--- src/logic/id_pkg.sv ---
////////////////////////////////////////////////////////////////////////////
// Shared types of the decode stage
// Data and register index types, major opcodes, ALU and multiplier
// operators, operand and immediate selectors, LSU access sizes
////////////////////////////////////////////////////////////////////////////

package id_pkg;

  // Data word and register index
  typedef logic [31:0] word_t;
  typedef logic [4:0]  reg_addr_t;

  // Supported major opcodes
  typedef enum logic [6:0] {
    OPCODE_LOAD   = 7'h03,
    OPCODE_OP_IMM = 7'h13,
    OPCODE_AUIPC  = 7'h17,
    OPCODE_STORE  = 7'h23,
    OPCODE_OP     = 7'h33,
    OPCODE_LUI    = 7'h37
  } opcode_e;

  // ALU operators
  typedef enum logic [3:0] {
    ALU_ADD, ALU_SUB, ALU_SLL, ALU_SLT, ALU_SLTU,
    ALU_XOR, ALU_SRL, ALU_SRA, ALU_OR, ALU_AND
  } alu_op_e;

  // Multiplier and divider operators
  typedef enum logic [1:0] {MD_OP_MULL, MD_OP_MULH, MD_OP_DIV, MD_OP_REM} md_op_e;

  // Operand selectors
  typedef enum logic [1:0] {OP_A_REG_A, OP_A_CURRPC, OP_A_ZERO} op_a_sel_e;
  typedef enum logic {OP_B_REG_B, OP_B_IMM} op_b_sel_e;

  // Immediate selector, encoding 3 unused
  typedef enum logic [1:0] {IMM_I, IMM_S, IMM_U} imm_sel_e;

  // LSU access size
  typedef logic [1:0] lsu_type_t;

  localparam lsu_type_t LSU_WORD = 2'b00;
  localparam lsu_type_t LSU_HALF = 2'b01;
  localparam lsu_type_t LSU_BYTE = 2'b10;

endpackage

--- src/logic/id_decoder.sv ---
////////////////////////////////////////////////////////////////////////////
// Instruction decoder
// Opcode and funct decoding into operators, selectors, immediates,
// register addresses, instruction class and illegal flag
////////////////////////////////////////////////////////////////////////////

`timescale 1ns/100ps

module id_decoder import id_pkg::*; #(
  parameter bit RV32M = 1'b1,
  parameter bit RV32E = 1'b0
) (
  input  logic      instr_valid_i,
  input  word_t     instr_i,
  output alu_op_e   alu_operator_o,
  output md_op_e    md_operator_o,
  output op_a_sel_e op_a_sel_o,
  output op_b_sel_e op_b_sel_o,
  output imm_sel_e  imm_sel_o,
  output word_t     imm_i_o,
  output word_t     imm_s_o,
  output word_t     imm_u_o,
  output reg_addr_t rf_raddr_a_o,
  output reg_addr_t rf_raddr_b_o,
  output reg_addr_t rf_waddr_o,
  output logic      rf_we_dec_o,
  output logic      is_multdiv_o,
  output logic      is_lsu_o,
  output logic      lsu_we_o,
  output lsu_type_t lsu_type_o,
  output logic      illegal_insn_o
);

  logic [2:0] funct3;
  logic [6:0] funct7;
  logic       illegal_enc;
  logic       illegal_reg;
  logic       illegal_any;
  logic       rs1_used;
  logic       rs2_used;
  logic       rf_we_raw;
  logic       is_multdiv_raw;
  logic       is_lsu_raw;

  assign funct3 = instr_i[14:12];
  assign funct7 = instr_i[31:25];

  // Register fields sit at fixed positions
  assign rf_raddr_a_o = instr_i[19:15];
  assign rf_raddr_b_o = instr_i[24:20];
  assign rf_waddr_o   = instr_i[11:7];

  // Sign extended immediates
  assign imm_i_o = {{20{instr_i[31]}}, instr_i[31:20]};
  assign imm_s_o = {{20{instr_i[31]}}, instr_i[31:25], instr_i[11:7]};
  assign imm_u_o = {instr_i[31:12], 12'b0};

  // Access size from funct3, sign bit is funct3[2]
  always_comb begin
    case (funct3[1:0])
      2'b00:   lsu_type_o = LSU_BYTE;
      2'b01:   lsu_type_o = LSU_HALF;
      default: lsu_type_o = LSU_WORD;
    endcase
  end

  //////////////////////////////////////////////////////////////////////////
  // Main decode
  //////////////////////////////////////////////////////////////////////////

  always_comb begin
    alu_operator_o = ALU_ADD;
    md_operator_o  = MD_OP_MULL;
    op_a_sel_o     = OP_A_REG_A;
    op_b_sel_o     = OP_B_REG_B;
    imm_sel_o      = IMM_I;
    rs1_used       = 1'b0;
    rs2_used       = 1'b0;
    rf_we_raw      = 1'b0;
    is_multdiv_raw = 1'b0;
    is_lsu_raw     = 1'b0;
    lsu_we_o       = 1'b0;
    illegal_enc    = 1'b0;

    unique case (opcode_e'(instr_i[6:0]))
      OPCODE_LUI: begin
        // Zero plus upper immediate
        op_a_sel_o = OP_A_ZERO;
        op_b_sel_o = OP_B_IMM;
        imm_sel_o  = IMM_U;
        rf_we_raw  = 1'b1;
      end
      OPCODE_AUIPC: begin
        op_a_sel_o = OP_A_CURRPC;
        op_b_sel_o = OP_B_IMM;
        imm_sel_o  = IMM_U;
        rf_we_raw  = 1'b1;
      end
      OPCODE_OP_IMM: begin
        op_b_sel_o = OP_B_IMM;
        rs1_used   = 1'b1;
        rf_we_raw  = 1'b1;
        unique case (funct3)
          3'b000: alu_operator_o = ALU_ADD;
          3'b010: alu_operator_o = ALU_SLT;
          3'b011: alu_operator_o = ALU_SLTU;
          3'b100: alu_operator_o = ALU_XOR;
          3'b110: alu_operator_o = ALU_OR;
          3'b111: alu_operator_o = ALU_AND;
          3'b001: begin
            alu_operator_o = ALU_SLL;
            illegal_enc    = (funct7 != 7'h00);
          end
          3'b101: begin
            // Shift type in funct7
            alu_operator_o = (funct7 == 7'h20) ? ALU_SRA : ALU_SRL;
            illegal_enc    = (funct7 != 7'h00) && (funct7 != 7'h20);
          end
        endcase
      end
      OPCODE_OP: begin
        rs1_used  = 1'b1;
        rs2_used  = 1'b1;
        rf_we_raw = 1'b1;
        if (funct7 == 7'h01) begin
          // M extension, signedness variants share an operator
          is_multdiv_raw = 1'b1;
          illegal_enc    = !RV32M;
          unique case (funct3[2:1])
            2'b00: md_operator_o = funct3[0] ? MD_OP_MULH : MD_OP_MULL;
            2'b01: md_operator_o = MD_OP_MULH;
            2'b10: md_operator_o = MD_OP_DIV;
            2'b11: md_operator_o = MD_OP_REM;
          endcase
        end else begin
          unique case ({funct7, funct3})
            {7'h00, 3'b000}: alu_operator_o = ALU_ADD;
            {7'h20, 3'b000}: alu_operator_o = ALU_SUB;
            {7'h00, 3'b001}: alu_operator_o = ALU_SLL;
            {7'h00, 3'b010}: alu_operator_o = ALU_SLT;
            {7'h00, 3'b011}: alu_operator_o = ALU_SLTU;
            {7'h00, 3'b100}: alu_operator_o = ALU_XOR;
            {7'h00, 3'b101}: alu_operator_o = ALU_SRL;
            {7'h20, 3'b101}: alu_operator_o = ALU_SRA;
            {7'h00, 3'b110}: alu_operator_o = ALU_OR;
            {7'h00, 3'b111}: alu_operator_o = ALU_AND;
            default:         illegal_enc    = 1'b1;
          endcase
        end
      end
      OPCODE_LOAD: begin
        // Address is rs1 plus I immediate
        op_b_sel_o  = OP_B_IMM;
        rs1_used    = 1'b1;
        rf_we_raw   = 1'b1;
        is_lsu_raw  = 1'b1;
        illegal_enc = (funct3[1:0] == 2'b11) || (funct3 == 3'b110);
      end
      OPCODE_STORE: begin
        op_b_sel_o  = OP_B_IMM;
        imm_sel_o   = IMM_S;
        rs1_used    = 1'b1;
        rs2_used    = 1'b1;
        is_lsu_raw  = 1'b1;
        lsu_we_o    = 1'b1;
        illegal_enc = funct3[2] || (funct3[1:0] == 2'b11);
      end
      default: illegal_enc = 1'b1;
    endcase
  end

  // RV32E has only x0 to x15
  assign illegal_reg = RV32E & ((rs1_used & instr_i[19]) | (rs2_used & instr_i[24]) |
                                (rf_we_raw & instr_i[11]));
  assign illegal_any = illegal_enc | illegal_reg;

  // Illegal instructions start nothing and write nothing
  assign illegal_insn_o = instr_valid_i & illegal_any;
  assign rf_we_dec_o    = rf_we_raw & ~illegal_any;
  assign is_multdiv_o   = is_multdiv_raw & ~illegal_any;
  assign is_lsu_o       = is_lsu_raw & ~illegal_any;

  // Stall FSM relies on one multicycle class at a time
  always_comb begin
    assert (!(is_multdiv_o && is_lsu_o))
      else $error("multdiv and lsu decoded together");
  end

endmodule

--- src/logic/id_operand_mux.sv ---
////////////////////////////////////////////////////////////////////////////
// ALU operand selection
// Immediate mux, operand A and operand B muxes
////////////////////////////////////////////////////////////////////////////

`timescale 1ns/100ps

module id_operand_mux import id_pkg::*; (
  input  op_a_sel_e op_a_sel_i,
  input  op_b_sel_e op_b_sel_i,
  input  imm_sel_e  imm_sel_i,
  input  word_t     imm_i_i,
  input  word_t     imm_s_i,
  input  word_t     imm_u_i,
  input  word_t     pc_i,
  input  word_t     rf_rdata_a_i,
  input  word_t     rf_rdata_b_i,
  output word_t     alu_operand_a_o,
  output word_t     alu_operand_b_o
);

  word_t imm;

  // Immediate for operand B
  always_comb begin
    unique case (imm_sel_i)
      IMM_I:   imm = imm_i_i;
      IMM_S:   imm = imm_s_i;
      IMM_U:   imm = imm_u_i;
      default: imm = '0;
    endcase
  end

  // Operand A from register, PC or zero
  always_comb begin
    unique case (op_a_sel_i)
      OP_A_REG_A:  alu_operand_a_o = rf_rdata_a_i;
      OP_A_CURRPC: alu_operand_a_o = pc_i;
      OP_A_ZERO:   alu_operand_a_o = '0;
      default:     alu_operand_a_o = '0;
    endcase
  end

  // Operand B from register or immediate
  assign alu_operand_b_o = (op_b_sel_i == OP_B_IMM) ? imm : rf_rdata_b_i;

  // Decoder never picks the spare immediate encoding for an immediate operand
  always_comb begin
    assert (op_b_sel_i != OP_B_IMM || imm_sel_i inside {IMM_I, IMM_S, IMM_U})
      else $error("unused immediate selected");
  end

endmodule

--- src/logic/id_stage.sv ---
////////////////////////////////////////////////////////////////////////////
// Instruction decode stage top
// Decoder, operand muxes and stall FSM
////////////////////////////////////////////////////////////////////////////

`timescale 1ns/100ps

module id_stage import id_pkg::*; #(
  parameter bit RV32M = 1'b1,
  parameter bit RV32E = 1'b0
) (
  input  logic      clk_i,
  input  logic      rst_ni,
  input  logic      instr_valid_i,
  input  word_t     instr_i,
  input  word_t     pc_i,
  input  word_t     rf_rdata_a_i,
  input  word_t     rf_rdata_b_i,
  input  logic      ex_valid_i,
  input  logic      lsu_resp_valid_i,
  output logic      id_in_ready_o,
  output logic      instr_done_o,
  output logic      illegal_insn_o,
  output reg_addr_t rf_raddr_a_o,
  output reg_addr_t rf_raddr_b_o,
  output reg_addr_t rf_waddr_o,
  output logic      rf_we_o,
  output alu_op_e   alu_operator_o,
  output word_t     alu_operand_a_o,
  output word_t     alu_operand_b_o,
  output logic      multdiv_en_o,
  output md_op_e    md_operator_o,
  output logic      lsu_req_o,
  output logic      lsu_we_o,
  output lsu_type_t lsu_type_o,
  output word_t     lsu_wdata_o
);

  op_a_sel_e op_a_sel;
  op_b_sel_e op_b_sel;
  imm_sel_e  imm_sel;
  word_t     imm_i;
  word_t     imm_s;
  word_t     imm_u;
  logic      rf_we_dec;
  logic      is_multdiv;
  logic      is_lsu;

  // Decode
  id_decoder #(
    .RV32M(RV32M),
    .RV32E(RV32E)
  ) u_decoder (
    .instr_valid_i (instr_valid_i),
    .instr_i       (instr_i),
    .alu_operator_o(alu_operator_o),
    .md_operator_o (md_operator_o),
    .op_a_sel_o    (op_a_sel),
    .op_b_sel_o    (op_b_sel),
    .imm_sel_o     (imm_sel),
    .imm_i_o       (imm_i),
    .imm_s_o       (imm_s),
    .imm_u_o       (imm_u),
    .rf_raddr_a_o  (rf_raddr_a_o),
    .rf_raddr_b_o  (rf_raddr_b_o),
    .rf_waddr_o    (rf_waddr_o),
    .rf_we_dec_o   (rf_we_dec),
    .is_multdiv_o  (is_multdiv),
    .is_lsu_o      (is_lsu),
    .lsu_we_o      (lsu_we_o),
    .lsu_type_o    (lsu_type_o),
    .illegal_insn_o(illegal_insn_o)
  );

  // Operands
  id_operand_mux u_operand_mux (
    .op_a_sel_i     (op_a_sel),
    .op_b_sel_i     (op_b_sel),
    .imm_sel_i      (imm_sel),
    .imm_i_i        (imm_i),
    .imm_s_i        (imm_s),
    .imm_u_i        (imm_u),
    .pc_i           (pc_i),
    .rf_rdata_a_i   (rf_rdata_a_i),
    .rf_rdata_b_i   (rf_rdata_b_i),
    .alu_operand_a_o(alu_operand_a_o),
    .alu_operand_b_o(alu_operand_b_o)
  );

  // Stall control
  id_stall_fsm u_stall_fsm (
    .clk_i           (clk_i),
    .rst_ni          (rst_ni),
    .instr_valid_i   (instr_valid_i),
    .illegal_insn_i  (illegal_insn_o),
    .is_multdiv_i    (is_multdiv),
    .is_lsu_i        (is_lsu),
    .rf_we_dec_i     (rf_we_dec),
    .ex_valid_i      (ex_valid_i),
    .lsu_resp_valid_i(lsu_resp_valid_i),
    .id_in_ready_o   (id_in_ready_o),
    .instr_done_o    (instr_done_o),
    .rf_we_o         (rf_we_o),
    .lsu_req_o       (lsu_req_o),
    .multdiv_en_o    (multdiv_en_o)
  );

  // Store data straight from register file, no forwarding
  assign lsu_wdata_o = rf_rdata_b_i;

endmodule

--- src/logic/id_stall_fsm.sv ---
////////////////////////////////////////////////////////////////////////////
// Decode stall FSM
// First-cycle and multi-cycle tracking, stall and done generation,
// LSU request, multdiv enable and write enable gating
////////////////////////////////////////////////////////////////////////////

`timescale 1ns/100ps

module id_stall_fsm (
  input  logic clk_i,
  input  logic rst_ni,
  input  logic instr_valid_i,
  input  logic illegal_insn_i,
  input  logic is_multdiv_i,
  input  logic is_lsu_i,
  input  logic rf_we_dec_i,
  input  logic ex_valid_i,
  input  logic lsu_resp_valid_i,
  output logic id_in_ready_o,
  output logic instr_done_o,
  output logic rf_we_o,
  output logic lsu_req_o,
  output logic multdiv_en_o
);

  typedef enum logic {FIRST_CYCLE, MULTI_CYCLE} id_fsm_e;

  id_fsm_e state_q;
  id_fsm_e state_d;
  logic    first_cycle;
  logic    lsu_active;
  logic    md_active;
  logic    stall_mem;
  logic    stall_multdiv;
  logic    stall;
  logic    done;

  // Only a valid, legal instruction counts
  assign lsu_active = instr_valid_i & is_lsu_i & ~illegal_insn_i;
  assign md_active  = instr_valid_i & is_multdiv_i & ~illegal_insn_i;

  assign first_cycle = instr_valid_i & (state_q == FIRST_CYCLE);

  // Memory access stalls its first cycle and waits for the response
  assign stall_mem = lsu_active & (~lsu_resp_valid_i | first_cycle);

  // Multdiv may finish in its first cycle
  assign stall_multdiv = md_active & ~ex_valid_i;

  assign stall = stall_mem | stall_multdiv;
  assign done  = instr_valid_i & ~stall;

  //////////////////////////////////////////////////////////////////////////
  // State
  //////////////////////////////////////////////////////////////////////////

  always_comb begin
    state_d = state_q;
    if (instr_valid_i) begin
      unique case (state_q)
        FIRST_CYCLE: if (stall) state_d = MULTI_CYCLE;
        MULTI_CYCLE: if (done) state_d = FIRST_CYCLE;
        default:     state_d = FIRST_CYCLE;
      endcase
    end
  end

  always_ff @(posedge clk_i or negedge rst_ni) begin
    if (!rst_ni) begin
      state_q <= FIRST_CYCLE;
    end else begin
      state_q <= state_d;
    end
  end

  // Handshake and completion
  assign id_in_ready_o = done;
  assign instr_done_o  = done;

  // Write back only in the completing cycle
  assign rf_we_o      = done & rf_we_dec_i & ~illegal_insn_i;
  assign lsu_req_o    = lsu_active & first_cycle;
  assign multdiv_en_o = md_active;

  // Multi-cycle state only follows a stalled cycle with the buffer held
  assert property (@(posedge clk_i) disable iff (!rst_ni)
    (state_q == MULTI_CYCLE) |-> $past(stall));

  // A handshake frees the stage for the first cycle of the next instruction
  assert property (@(posedge clk_i) disable iff (!rst_ni)
    id_in_ready_o |=> (state_q == FIRST_CYCLE));

endmodule

--- config.mk ---
export PLATFORM = sky130hd
export DESIGN_NAME = id_stage
export DESIGN_NICKNAME = d
export VERILOG_FILES = /design/src/logic/id_pkg.sv /design/src/logic/id_decoder.sv /design/src/logic/id_operand_mux.sv /design/src/logic/id_stage.sv /design/src/logic/id_stall_fsm.sv
export SDC_FILE = /design/constraint.sdc
export NUM_CORES = 1
export LEC_CHECK = 0
export ABC_CLOCK_PERIOD_IN_PS = 3900
export BUFFER_PORTS_ARGS = -buffer_cell sky130_fd_sc_hd__buf_2
export CAP_MARGIN = 20
export CORE_AREA = 5 5 97 99
export CTS_CLUSTER_SIZE = 12
export DETAILED_ROUTE_END_ITERATION = 10
export DIE_AREA = 0 0 102 104
export GPL_TIMING_DRIVEN = 0
export HOLD_SLACK_MARGIN = 0.15
export PLACE_DENSITY_LB_ADDON = 0.08
export SLEW_MARGIN = 20
export SYNTH_ARGS = -nofsm -noshare
export SYNTH_HDL_FRONTEND = slang
export SYNTH_SLANG_ARGS = --single-unit
--- constraint.sdc ---
create_clock -name clk_i -period 3.9 [get_ports clk_i]
set_input_delay 0.195 -clock clk_i [delete_from_list [all_inputs] [get_ports clk_i]]
set_output_delay 0.195 -clock clk_i [all_outputs]
set_load 0.01 [all_outputs]
==> summary.md, run 1 <==
| Metric | Value |
|---|---|
| Final wirelength | 10.4 mm |
| Final hold violation count | 0 |
| Clk_lat worst skew | 0 ns |
| Initial antenna violation count | 0 |
| Hold_ws | 0.516 ns |
| Core Region | 0.00847 mm² |
| Relative slew slack | 54.2% |
| Fmax | 481 MHz |
| Regs by FF count | u_stall_fsm.state_q: 1 flops |
| Run status | finished, final reports clean |
| Max-cap viol count | 0 |
| RSZ-0062 raised after global routing | false |
| WP data required | around 3.7 ns |
| Synth top cells by count | nand2_1 (100), buf_4 (49), nand3b_1 (35) |
| Share of the synthesized area in the top cell type | 20.4% |
| Lkg Pwr | between 1.5 and 2 nW |
| Via count | roughly 3100 |
| Post-synthesis instance total | 327 |
| Area grow syn2layout | 76.6% |
| Post-DP HPWL | 9.06 mm |
| Adder-Cell Fraction of Synth Area | 0% |
| Die Width | 102 µm |
| Ports | 259 |
| Initial Utilization | 21.8% |
| Peak VDD IR | about 0.035 mV |
| Synth cell types | 40 |
| Number of DRC markers in iteration 0 | 103 |
| Synthesis Warnings | 0 |
| First-pass GRT wire length | 15.3 mm |
| Final setup viols | 0 |
| IO Port Bufs | 253 |
| Die Height | 104 µm |
| Vias in the first global route | 2954 |
| CP Buf/Inv Count | 5 |
| Critical path type | primary input to output port |
| Critical-path top delay cell | buf_2 |
| Site Rows | 34 |
| Crit share post-route | a little over half |
| Crit end category | output port |
| Max reg flops | 1 |
| Antenna Cells | 0 |
| Post-CTS Resized | 0 |
| Post-Synth XOR/XNOR Area | 0.951% |
| DRT antenna net count | 0 |
| Die area | 0.0106 mm² |
| Overflow after GRT | 0 |
| Async SR Flop Fraction | 100% |
| Share of cells above drive strength 1 | 54.0% |
| Seq cells post-synth | 1 |
| Startpoint Class | primary input |
| Mapped cell area | between 0.0015 and 0.002 mm² |
| Power, Total | about 330 µW |
| Slowest cell delay on critical path | 0.28 ns |
| Tmin final | between 2 and 2.5 ns |
| Post-CTS Setup Bufs | 0 |
| Critical Path AT | between 1.5 and 2 ns |
| Syn nets | 460 |
| Number of flops mapped to enable cells by yosys | 0 |
| Top cells by area, synth | nand2_1 (20%), buf_4 (20%), nand3b_1 (14%), o21ai_0 (7.6%), a21oi_1 (5.4%) |
| Slew Viols, Final | 0 |
| Synth area leader | nand2_1 |
| Layout Skew | 0 ns |
| Post-synthesis simple-gate area fraction | 45.9% |
| Hold Crit Class | primary input to asynchronous set/reset pin |
| Setup TNS | 0 ns |
| Per-cell routed wire length | 15.1 µm |
| Syn Area/Cell | 5.63 µm² |
| Mux share of post-synthesis cell area | 0% |
| Drt drc | 0 |
| Most frequent CP cell | buf_2 |
| Slew @ Worst Pin | 0.680 ns |
| Gr usage total | 17.5% |
| DRT Pass-1 Iters | 4 |
| Worst path cell trace | buf_2, nor4bb_1, buf_2, and2_1, buf_2, buf_2, a21oi_1, o21ai_0, buf_2 |
| Layout Nets | roughly 720 |
| Compound-cell area share of the yosys netlist | 24.8% |
| Largest delay contributor family on the critical path | buffers and inverters |
| Power Dens Cells | 101 mW/mm² |
| Biggest register | u_stall_fsm.state_q |
| Main synth FF type | dfrtp_1 |
| Via/cell ratio | about 4.6 |
| CTS clk-pin slew, worst paths | 0 ns |
| Largest net degree at the start of global routing | 11 |
| GPL Wtd Cong | about 0.81 |
| Sequential cell area fraction in the yosys report | 1.36% |
| Most common cell in the netlist | nand2_1 |
| Largest family of logic cells by synthesized area | simple AND/OR/NAND/NOR gates |
| Worst Path Max Fanout | 10 |
## final cells by class
type | instances | area (µm²)
sequential | 1 | 25.0
inverter | 5 | 18.8
buffer | 76 | 478
tap | 108 | 135
fill | 977 | 5210
multi-input combinational | 245 | 1320
timing repair buffer | 254 | 1280
## per-stage QoR
| stage | cells | util [%] | cell area, µm² | setup WS (ns) |
|---|---|---|---|---|
| floorplan | 327 | - | 1840 | 2.14 |
| detailed placement | 688 | 38.3 | 3240 | 1.78 |
| global placement | 688 | 38.3 | 3240 | 1.76 |
| finish | 689 | 38.4 | 3250 | 1.82 |
| CTS | 689 | 38.4 | 3250 | 1.76 |
| global route | 689 | 38.4 | 3250 | 1.62 |
## cell usage in the layout, fill, tap and decap left out, drive strengths merged, types with 3 or more instances in the layout
cell type / instances
a21oi: 20
a221o: 6
a22oi: 5
and2: 4
buf: 310
clkbuf: 19
inv: 5
nand2: 100
nand3b: 35
nor2: 12
nor3: 3
nor4: 3
o21ai: 29
or3: 3
## worst reg2reg max path: stages, from the launching register on
cell and delay [ns]:
dfrtp_1 0.38, a21oi_1 0.18, o22a_2 0.16
## worst paths after layout
path,from,to,slack (ns),cells after the start
max,instr_i[6],alu_operand_b_o[16],1.82,9
min,rst_ni,u_stall_fsm.state_q$_DFFE_PN0P_,0.52,2
max reg2reg,u_stall_fsm.state_q$_DFFE_PN0P_,u_stall_fsm.state_q$_DFFE_PN0P_,3.11,2
min reg2reg,u_stall_fsm.state_q$_DFFE_PN0P_,u_stall_fsm.state_q$_DFFE_PN0P_,0.56,1
max in group asynchronous,rst_ni,u_stall_fsm.state_q$_DFFE_PN0P_,3.30,2
min in group clk_i,instr_valid_i,u_stall_fsm.state_q$_DFFE_PN0P_,0.54,2
## metal layers
| metal | part of all wire, % | GRT usage (%) |
|---|---|---|
| met5 | 0 | 0 |
| met4 | 0.52 | 0.750 |
| met3 | 11 | 2.62 |
| met2 | 52 | 34.1 |
| met1 | 37 | 20.6 |
## cells by family after synthesis
logic type / Yosys count
AOI/OAI and AO/OA: 73
xor gates and xnor gates: 2
buffers and inverters: 81
DFF: 1
and+or+nand+nor: 170
## where the power goes
| part | switching, mW | leakage, nW | internal, mW |
|---|---|---|---|
| clock | 0 | 0 | 0 |
| sequential | 0.000739 | 0.0125 | 0.0113 |
| combinational | 0.159 | 1.97 | 0.159 |
| total | 0.160 | 1.98 | 0.170 |
## repair_timing
action,in CTS,in global routing
endpoints found under the hold margin,1,0
endpoints found under the setup margin,0,0
hold buffers,1,0
No activity file was read; power rests on OpenSTA's default activity.
==> inputs of run 2 (changes only) <==
ABC_AREA = 1   (was unset)
ABC_CLOCK_PERIOD_IN_PS = 2000   (was 3900)
clock period = 2 ns   (was 3.9 ns; I/O delays follow)
==> run 2 against run 1 <==
  * Setup slack got worse by 1.5 ns
  * Critical endpoint is now instr_done_o
  * Via count rose by 7.9%
  * Critical path depth rose by 4
  * Register-to-register slack got worse by 1.8 ns
  * Core utilization rose by 1.3 points
  * Combinational power rose by 97%
  * Worst hold slack got worse by 0.11 ns
  * Final cell count rose by 9.7%
  * First-iteration DRC count fell by 0.97%
  * Power rose by 96%
  * Global-route usage barely moved
  * Sequential share of layout area barely moved
  * Critical path type unchanged
==> summary.md, run 2 <==
| Metric | Value |
|---|---|
| Run status | finished, final reports clean |
| Worst Hold Launch | ex_valid_i |
| Drt drc | 0 |
| Overflow after GRT | 0 |
| Placed cells | 755 |
| Synth area leader | nand2_1 |
| Largest net degree at the start of global routing | 11 |
| Final hold violation count | 0 |
| Sequential cell area fraction in the yosys report | 1.30% |
| Share of the synthesized area in the top cell type | ~25% |
| Async SR Flop Fraction | 100% |
| Critical path type | primary input to output port |
| Biggest register | u_stall_fsm.state_q |
| Seq cells post-synth | 1 |
| Initial Utilization | 22.8% |
| Critical Path AT | between 1.5 and 2 ns |
| Commonest non-fill, non-tap cells in the layout | buf_2 (267), nand2_1 (131), nand3_1 (53) |
| Post-CTS Setup Bufs | 0 |
| Final Util | 39.8% |
| Final setup viols | 0 |
| Startpoint Class | primary input |
| Synth cell types | 30 |
| Max reg flops | 1 |
| Top cells by area, synth | nand2_1 (25%), buf_4 (19%), nand3_1 (14%), nor2_1 (9.7%), a31oi_1 (5.8%) |
| Die Height | 104 µm |
| Share of cells above drive strength 1 | around 52% |
| Vias in the first global route | 3167 |
| WP data required | 1.90 ns |
| Hold Path End | u_stall_fsm.state_q$_DFFE_PN0P_ |
| WHS Path Cells | 4 |
| Final wirelength | 10.5 mm |
| Syn nets | 522 |
| R2r startpoint | u_stall_fsm.state_q$_DFFE_PN0P_ |
| Most common cell in the netlist | nand2_1 |
| Site Rows | 34 |
| Max-cap viol count | 0 |
| Slew @ Worst Pin | 0.563 ns |
| Synthesis Warnings | 0 |
| Syn Area/Cell | 4.96 µm² |
| R2R depth | 3 |
| Ports | 259 |
| Antenna Cells | 0 |
| Main synth FF type | dfrtp_1 |
| Synth top cells by count | nand2_1 (131), nand3_1 (53), nor2_1 (50) |
| RSZ-0062 raised after global routing | false |
| CTS clk-pin slew, worst paths | 0 ns |
| Die Width | 102 µm |
| Worst R2R End | u_stall_fsm.state_q$_DFFE_PN0P_ |
| Per-cell routed wire length | ~14 µm |
| Post-DP HPWL | 9.24 mm |
| Power Dens Cells | 192 mW/mm² |
| Clk_lat worst skew | 0 ns |
| Area grow syn2layout | 74.4% |
| DRT Pass-1 Iters | 4 |
| DRT antenna net count | 0 |
| Tmin final | 1.68 ns |
| Crit end category | output port |
| Post-route insts no fill | 756 |
| Die area | ~0.011 mm² |
| Crit share post-route | 83.8% |
| Lkg Pwr | 2.11 nW |
| Relative slew slack | 62.5% |
| First-pass GRT wire length | ~16 mm |
| Regs by FF count | u_stall_fsm.state_q: 1 flops |
| Gr usage total | 17.5% |
| Commonest non-fill, non-tap cell in the layout | buf_2 |
| Number of DRC markers in iteration 0 | 102 |
| Fmax | 597 MHz |
| Layout Skew | 0 ns |
| IO Port Bufs | ~260 |
| Via/cell ratio | 4.49 |
| Peak VDD IR | 0.107 mV |
| Initial antenna violation count | 0 |
| Core Region | ~0.0085 mm² |
| Worst Path Max Fanout | 8 |
| Hold Crit Class | primary input to flop |
| Post-synthesis instance total | 389 |
| GPL Wtd Cong | 0.872 |
| Slew Viols, Final | 0 |
| Via count | 3398 |
| Layout Nets | 783 |
| Mapped cell area | a little under 0.002 mm² |
| Setup TNS | 0 ns |
| Number of flops mapped to enable cells by yosys | 0 |
| R2r setup slk | about 1.3 ns |
==> run 2: changes by cell type in the layout (fill, tap and decap cells not counted), moves of 11 or more <==
cell	delta
nor2_1	+38
nand2_1	+31
inv_2	+11
inv_1	+14
clkbuf_1	-12
nand3b_1	-35
nand3_1	+51
o21ai_0	-24
a21oi_1	-15
a31oi_1	+18
==> run 2: kinds of logic (layout without fill, tap and decap cells) <==
family | Yosys count | in the layout | share of synthesized area (%)
and+or+nand+nor | 252 | 252 | 56.4
DFF | 1 | 1 | 1.30
AOI/OAI and AO/OA | 40 | 40 | 13.2
buffers and inverters | 96 | 355 | 29.2
==> run 2: worst max-delay path by stage <==
stage,start,end,slack [ns],cells past startpoint
after floorplan,instr_i[27],instr_done_o,0.76,11
after global placement,instr_i[27],instr_done_o,0.34,13
after detailed placement,instr_i[6],alu_operand_b_o[21],0.34,8
after CTS,instr_i[6],alu_operand_b_o[21],0.33,8
after global routing,instr_i[27],instr_done_o,0.15,13
final,instr_i[27],instr_done_o,0.32,13
==> run 2: routing by layer <==
metal | global-route usage (%) | wire, µm
met1 | 20.0 | 3830
met2 | 34.6 | 5430
met3 | 3.09 | 1150
met4 | 0.750 | 54
met5 | 0 | 0
==> run 2: power by group <==
part / internal, mW / leakage, nW / total, mW / switching [mW]
Combinational: 0.303 / 2.10 / 0.626 / 0.323
Clock: 0 / 0 / 0 / 0
Sequential: 0.0206 / 0.0140 / 0.0206 / 0.0000138
Total: 0.323 / 2.11 / 0.646 / 0.323
==> run 2: timing repair <==
item | 4_1_cts | 5_1_grt
hold buffers | 1 | 0
endpoints found under the hold margin | 1 | 0
setup endpoints to repair | 0 | 0
resized for setup | 0 | 0
==> run 2: worst max-delay path, stage by stage <==
cell     delay [ns]
buf_2          0.11
nor2_2         0.15
nand2_1        0.17
inv_2          0.17
nand2_1        0.09
nand2_1        0.11
nor2_1         0.05
nand3_1        0.10
nand4_1        0.11
nand2_1        0.11
inv_1          0.06
buf_4          0.12
buf_2          0.13
==> run 2: metrics by stage <==
stage          instance area [µm²]  power, mW  hold WS (ns)  setup WS, ns
6_report                      3370      0.646         0.405         0.324
5_1_grt                       3370      0.709         0.452         0.154
3_3_place_gp                  3360      0.650        -0.119         0.342
3_5_place_dp                  3360      0.652        -0.118         0.336
2_1_floorplan                 1930      0.323        -0.196         0.763
4_1_cts                       3370      0.655         0.407         0.334
==> run 2: layout make-up <==
cell class	count	area (µm²)
Tap cell	108	135
Fill cell	1049	5100
Timing Repair Buffer	259	1300
Multi-Input combinational cell	292	1340
Inverter	30	113
Sequential cell	1	25.0
Buffer	66	450
==> inputs of run 3 (changes only) <==
ABC_CLOCK_PERIOD_IN_PS = 1600   (was 2000)
clock period = 1.6 ns   (was 2 ns; I/O delays follow)
==> run 3 against run 2 <==
  * Final cell count increased by 0.40%
  * Worst hold slack worse by 0.021 ns
  * Wire length down 0.11%
  * First-iteration DRC count decreased by 22%
  * Sequential power up 25%
==> summary.md, run 3 (same netlist as run 2, synthesis figures left out) <==
| Metric | Value |
|---|---|
| Die area | 0.0106 mm² |
| Crit share post-route | 94.6% |
| Layout Skew | 0 ns |
| Max reg flops | 1 |
| Post-route insts no fill | approximately 760 |
| Peak VDD IR | 0.133 mV |
| Ports | 259 |
| R2r startpoint | u_stall_fsm.state_q$_DFFE_PN0P_ |
| Hold Path End | u_stall_fsm.state_q$_DFFE_PN0P_ |
| Vias in the first global route | ~3200 |
| Per-cell routed wire length | 13.8 µm |
| Seq pwr share | 3.1% |
| R2r setup slk | a little under 0.9 ns |
| Drt drc | 0 |
| Int Pwr | 409 µW |
| Die Width | 102 µm |
| Max-cap viol count | 0 |
| Die Height | 104 µm |
| Biggest register | u_stall_fsm.state_q |
| Power Dens Cells | 238 mW/mm² |
| DRT Pass-1 Iters | 4 |
| IO Port Bufs | 258 |
| Clk_lat worst skew | 0 ns |
| First-pass GRT wire length | between 15 and 20 mm |
| Via count | 3402 |
| Layout Nets | around 790 |
| Regs by FF count | u_stall_fsm.state_q: 1 flops |
| Worst Hold Launch | ex_valid_i |
| Critical Path AT | approximately 1.4 ns |
| Run status | finished, final reports clean |
| Tmin final | 1.51 ns |
| Overflow after GRT | 0 |
| Slew Viols, Final | 0 |
| Largest net degree at the start of global routing | 11 |
| R2R depth | 3 |
| Clock power frac | 0% |
| Final wirelength | 10.4 mm |
| Placed cells | 755 |
| Initial Utilization | 22.8% |
| GPL Wtd Cong | between 0.8 and 0.9 |
| Hold Crit Class | primary input to flop |
| Core Region | 0.00847 mm² |
| Crit end category | output port |
| Lkg Pwr | ~2.1 nW |
| Share of cells above drive strength 1 | 54.5% |
| Relative slew slack | 70.5% |
| WP data required | 1.52 ns |
| Slew @ Worst Pin | 0.443 ns |
| Gr usage total | 17.6% |
| Power, Total | approximately 820 µW |
| Worst R2R End | u_stall_fsm.state_q$_DFFE_PN0P_ |
| RSZ-0062 raised after global routing | true |
| Switch Pwr | 410 µW |
| Initial antenna violation count | 0 |
| Gate power share | 96.9% |
| Area grow syn2layout | 78.2% |
| CTS clk-pin slew, worst paths | 0 ns |
| Commonest non-fill, non-tap cells in the layout | buf_2 (265), nand2_1 (127), nand3_1 (53) |
| Worst Path Max Fanout | 5 |
| Site Rows | 34 |
| Post-DP HPWL | 9.24 mm |
| Antenna Cells | 0 |
| Commonest non-fill, non-tap cell in the layout | buf_2 |
| Final hold violation count | 0 |
| Switching part of the total | 50.1% |
| Fmax | 660 MHz |
| DRT antenna net count | 0 |
| Filler Cell Count | 1047 |
| Startpoint Class | primary input |
| Final setup viols | 0 |
| Via/cell ratio | 4.48 |
| WHS Path Cells | 4 |
| Number of DRC markers in iteration 0 | 80 |
| Critical path type | primary input to output port |
[run 3: cell types whose count changed in the layout (fill, tap and decap cells not counted), moves of 2 or more]
cell and delta:
clkbuf_4 +2, buf_4 +3, nor2_2 +4, inv_1 -3
nand2_2 +4, buf_2 -2, nand2_1 -4, inv_4 +4
nor2_1 -5
[run 3: worst max path at each step]
stage,from,end,cells after the start
floorplan,instr_i[27],instr_done_o,11
global placement,instr_i[27],instr_done_o,13
detailed placement,instr_i[6],alu_operand_b_o[21],8
CTS,instr_i[1],alu_operand_b_o[2],8
global route,instr_i[26],instr_done_o,13
finish,instr_i[2],instr_done_o,13
[run 3: routing by layer]
layer	track usage [%]	vias up	share of wire [%]
met5	0	-	0
met4	0.750	0	0.52
met3	3.09	4	11
met2	34.8	156	52
met1	19.9	1491	36
li1	-	1751	-
[run 3: area by class of cell]
class                           count  area, µm²  area share [%]
Inverter                           30        123            3.56
Buffer                             66        457            13.3
Sequential cell                     1       25.0           0.728
Tap cell                          108        135            3.93
Timing Repair Buffer              262       1320            38.5
Multi-Input combinational cell    292       1380            40.0
[run 3: stage by stage]
stage / area [µm²] / setup WS, ns / util (%) / hold WS (ns) / setup TNS, ns
2_1_floorplan: 1930 / 0.403 / - / -0.216 / 0
3_3_place_gp: 3360 / -0.0179 / 39.7 / -0.139 / -0.0179
3_5_place_dp: 3360 / -0.0235 / 39.7 / -0.138 / -0.0451
4_1_cts: 3380 / 0.00137 / 39.9 / 0.387 / 0
5_1_grt: 3440 / -0.0410 / 40.6 / 0.432 / -0.242
6_report: 3440 / 0.0858 / 40.6 / 0.384 / 0
[run 3: repair_timing]
item | in CTS | in global routing
hold buffers | 1 | 0
pin swaps | 0 | 1
setup endpoints to repair | 3 | 29
setup buffers | 1 | 2
gates resized for setup | 2 | 20
hold endpoints to repair | 1 | 0
[run 3: power groups by stage]
stage | Combinational (mW) | Clock (mW) | Sequential [mW]
2_1_floorplan | 0.378 | 0 | 0.0258
3_3_place_gp | 0.787 | 0 | 0.0258
5_1_grt | 0.873 | 0 | 0.0258
3_5_place_dp | 0.789 | 0 | 0.0258
6_report | 0.793 | 0 | 0.0258
4_1_cts | 0.795 | 0 | 0.0258
[run 3: critical path: stages]
cell     delay, ns
buf_2         0.12
nor2_1        0.11
nand2_2       0.11
nor2_4        0.16
inv_2         0.08
nand3_1       0.08
nand2_1       0.05
nor2_1        0.13
nand4_1       0.11
nand2_1       0.11
inv_1         0.06
buf_4         0.12
buf_2         0.13
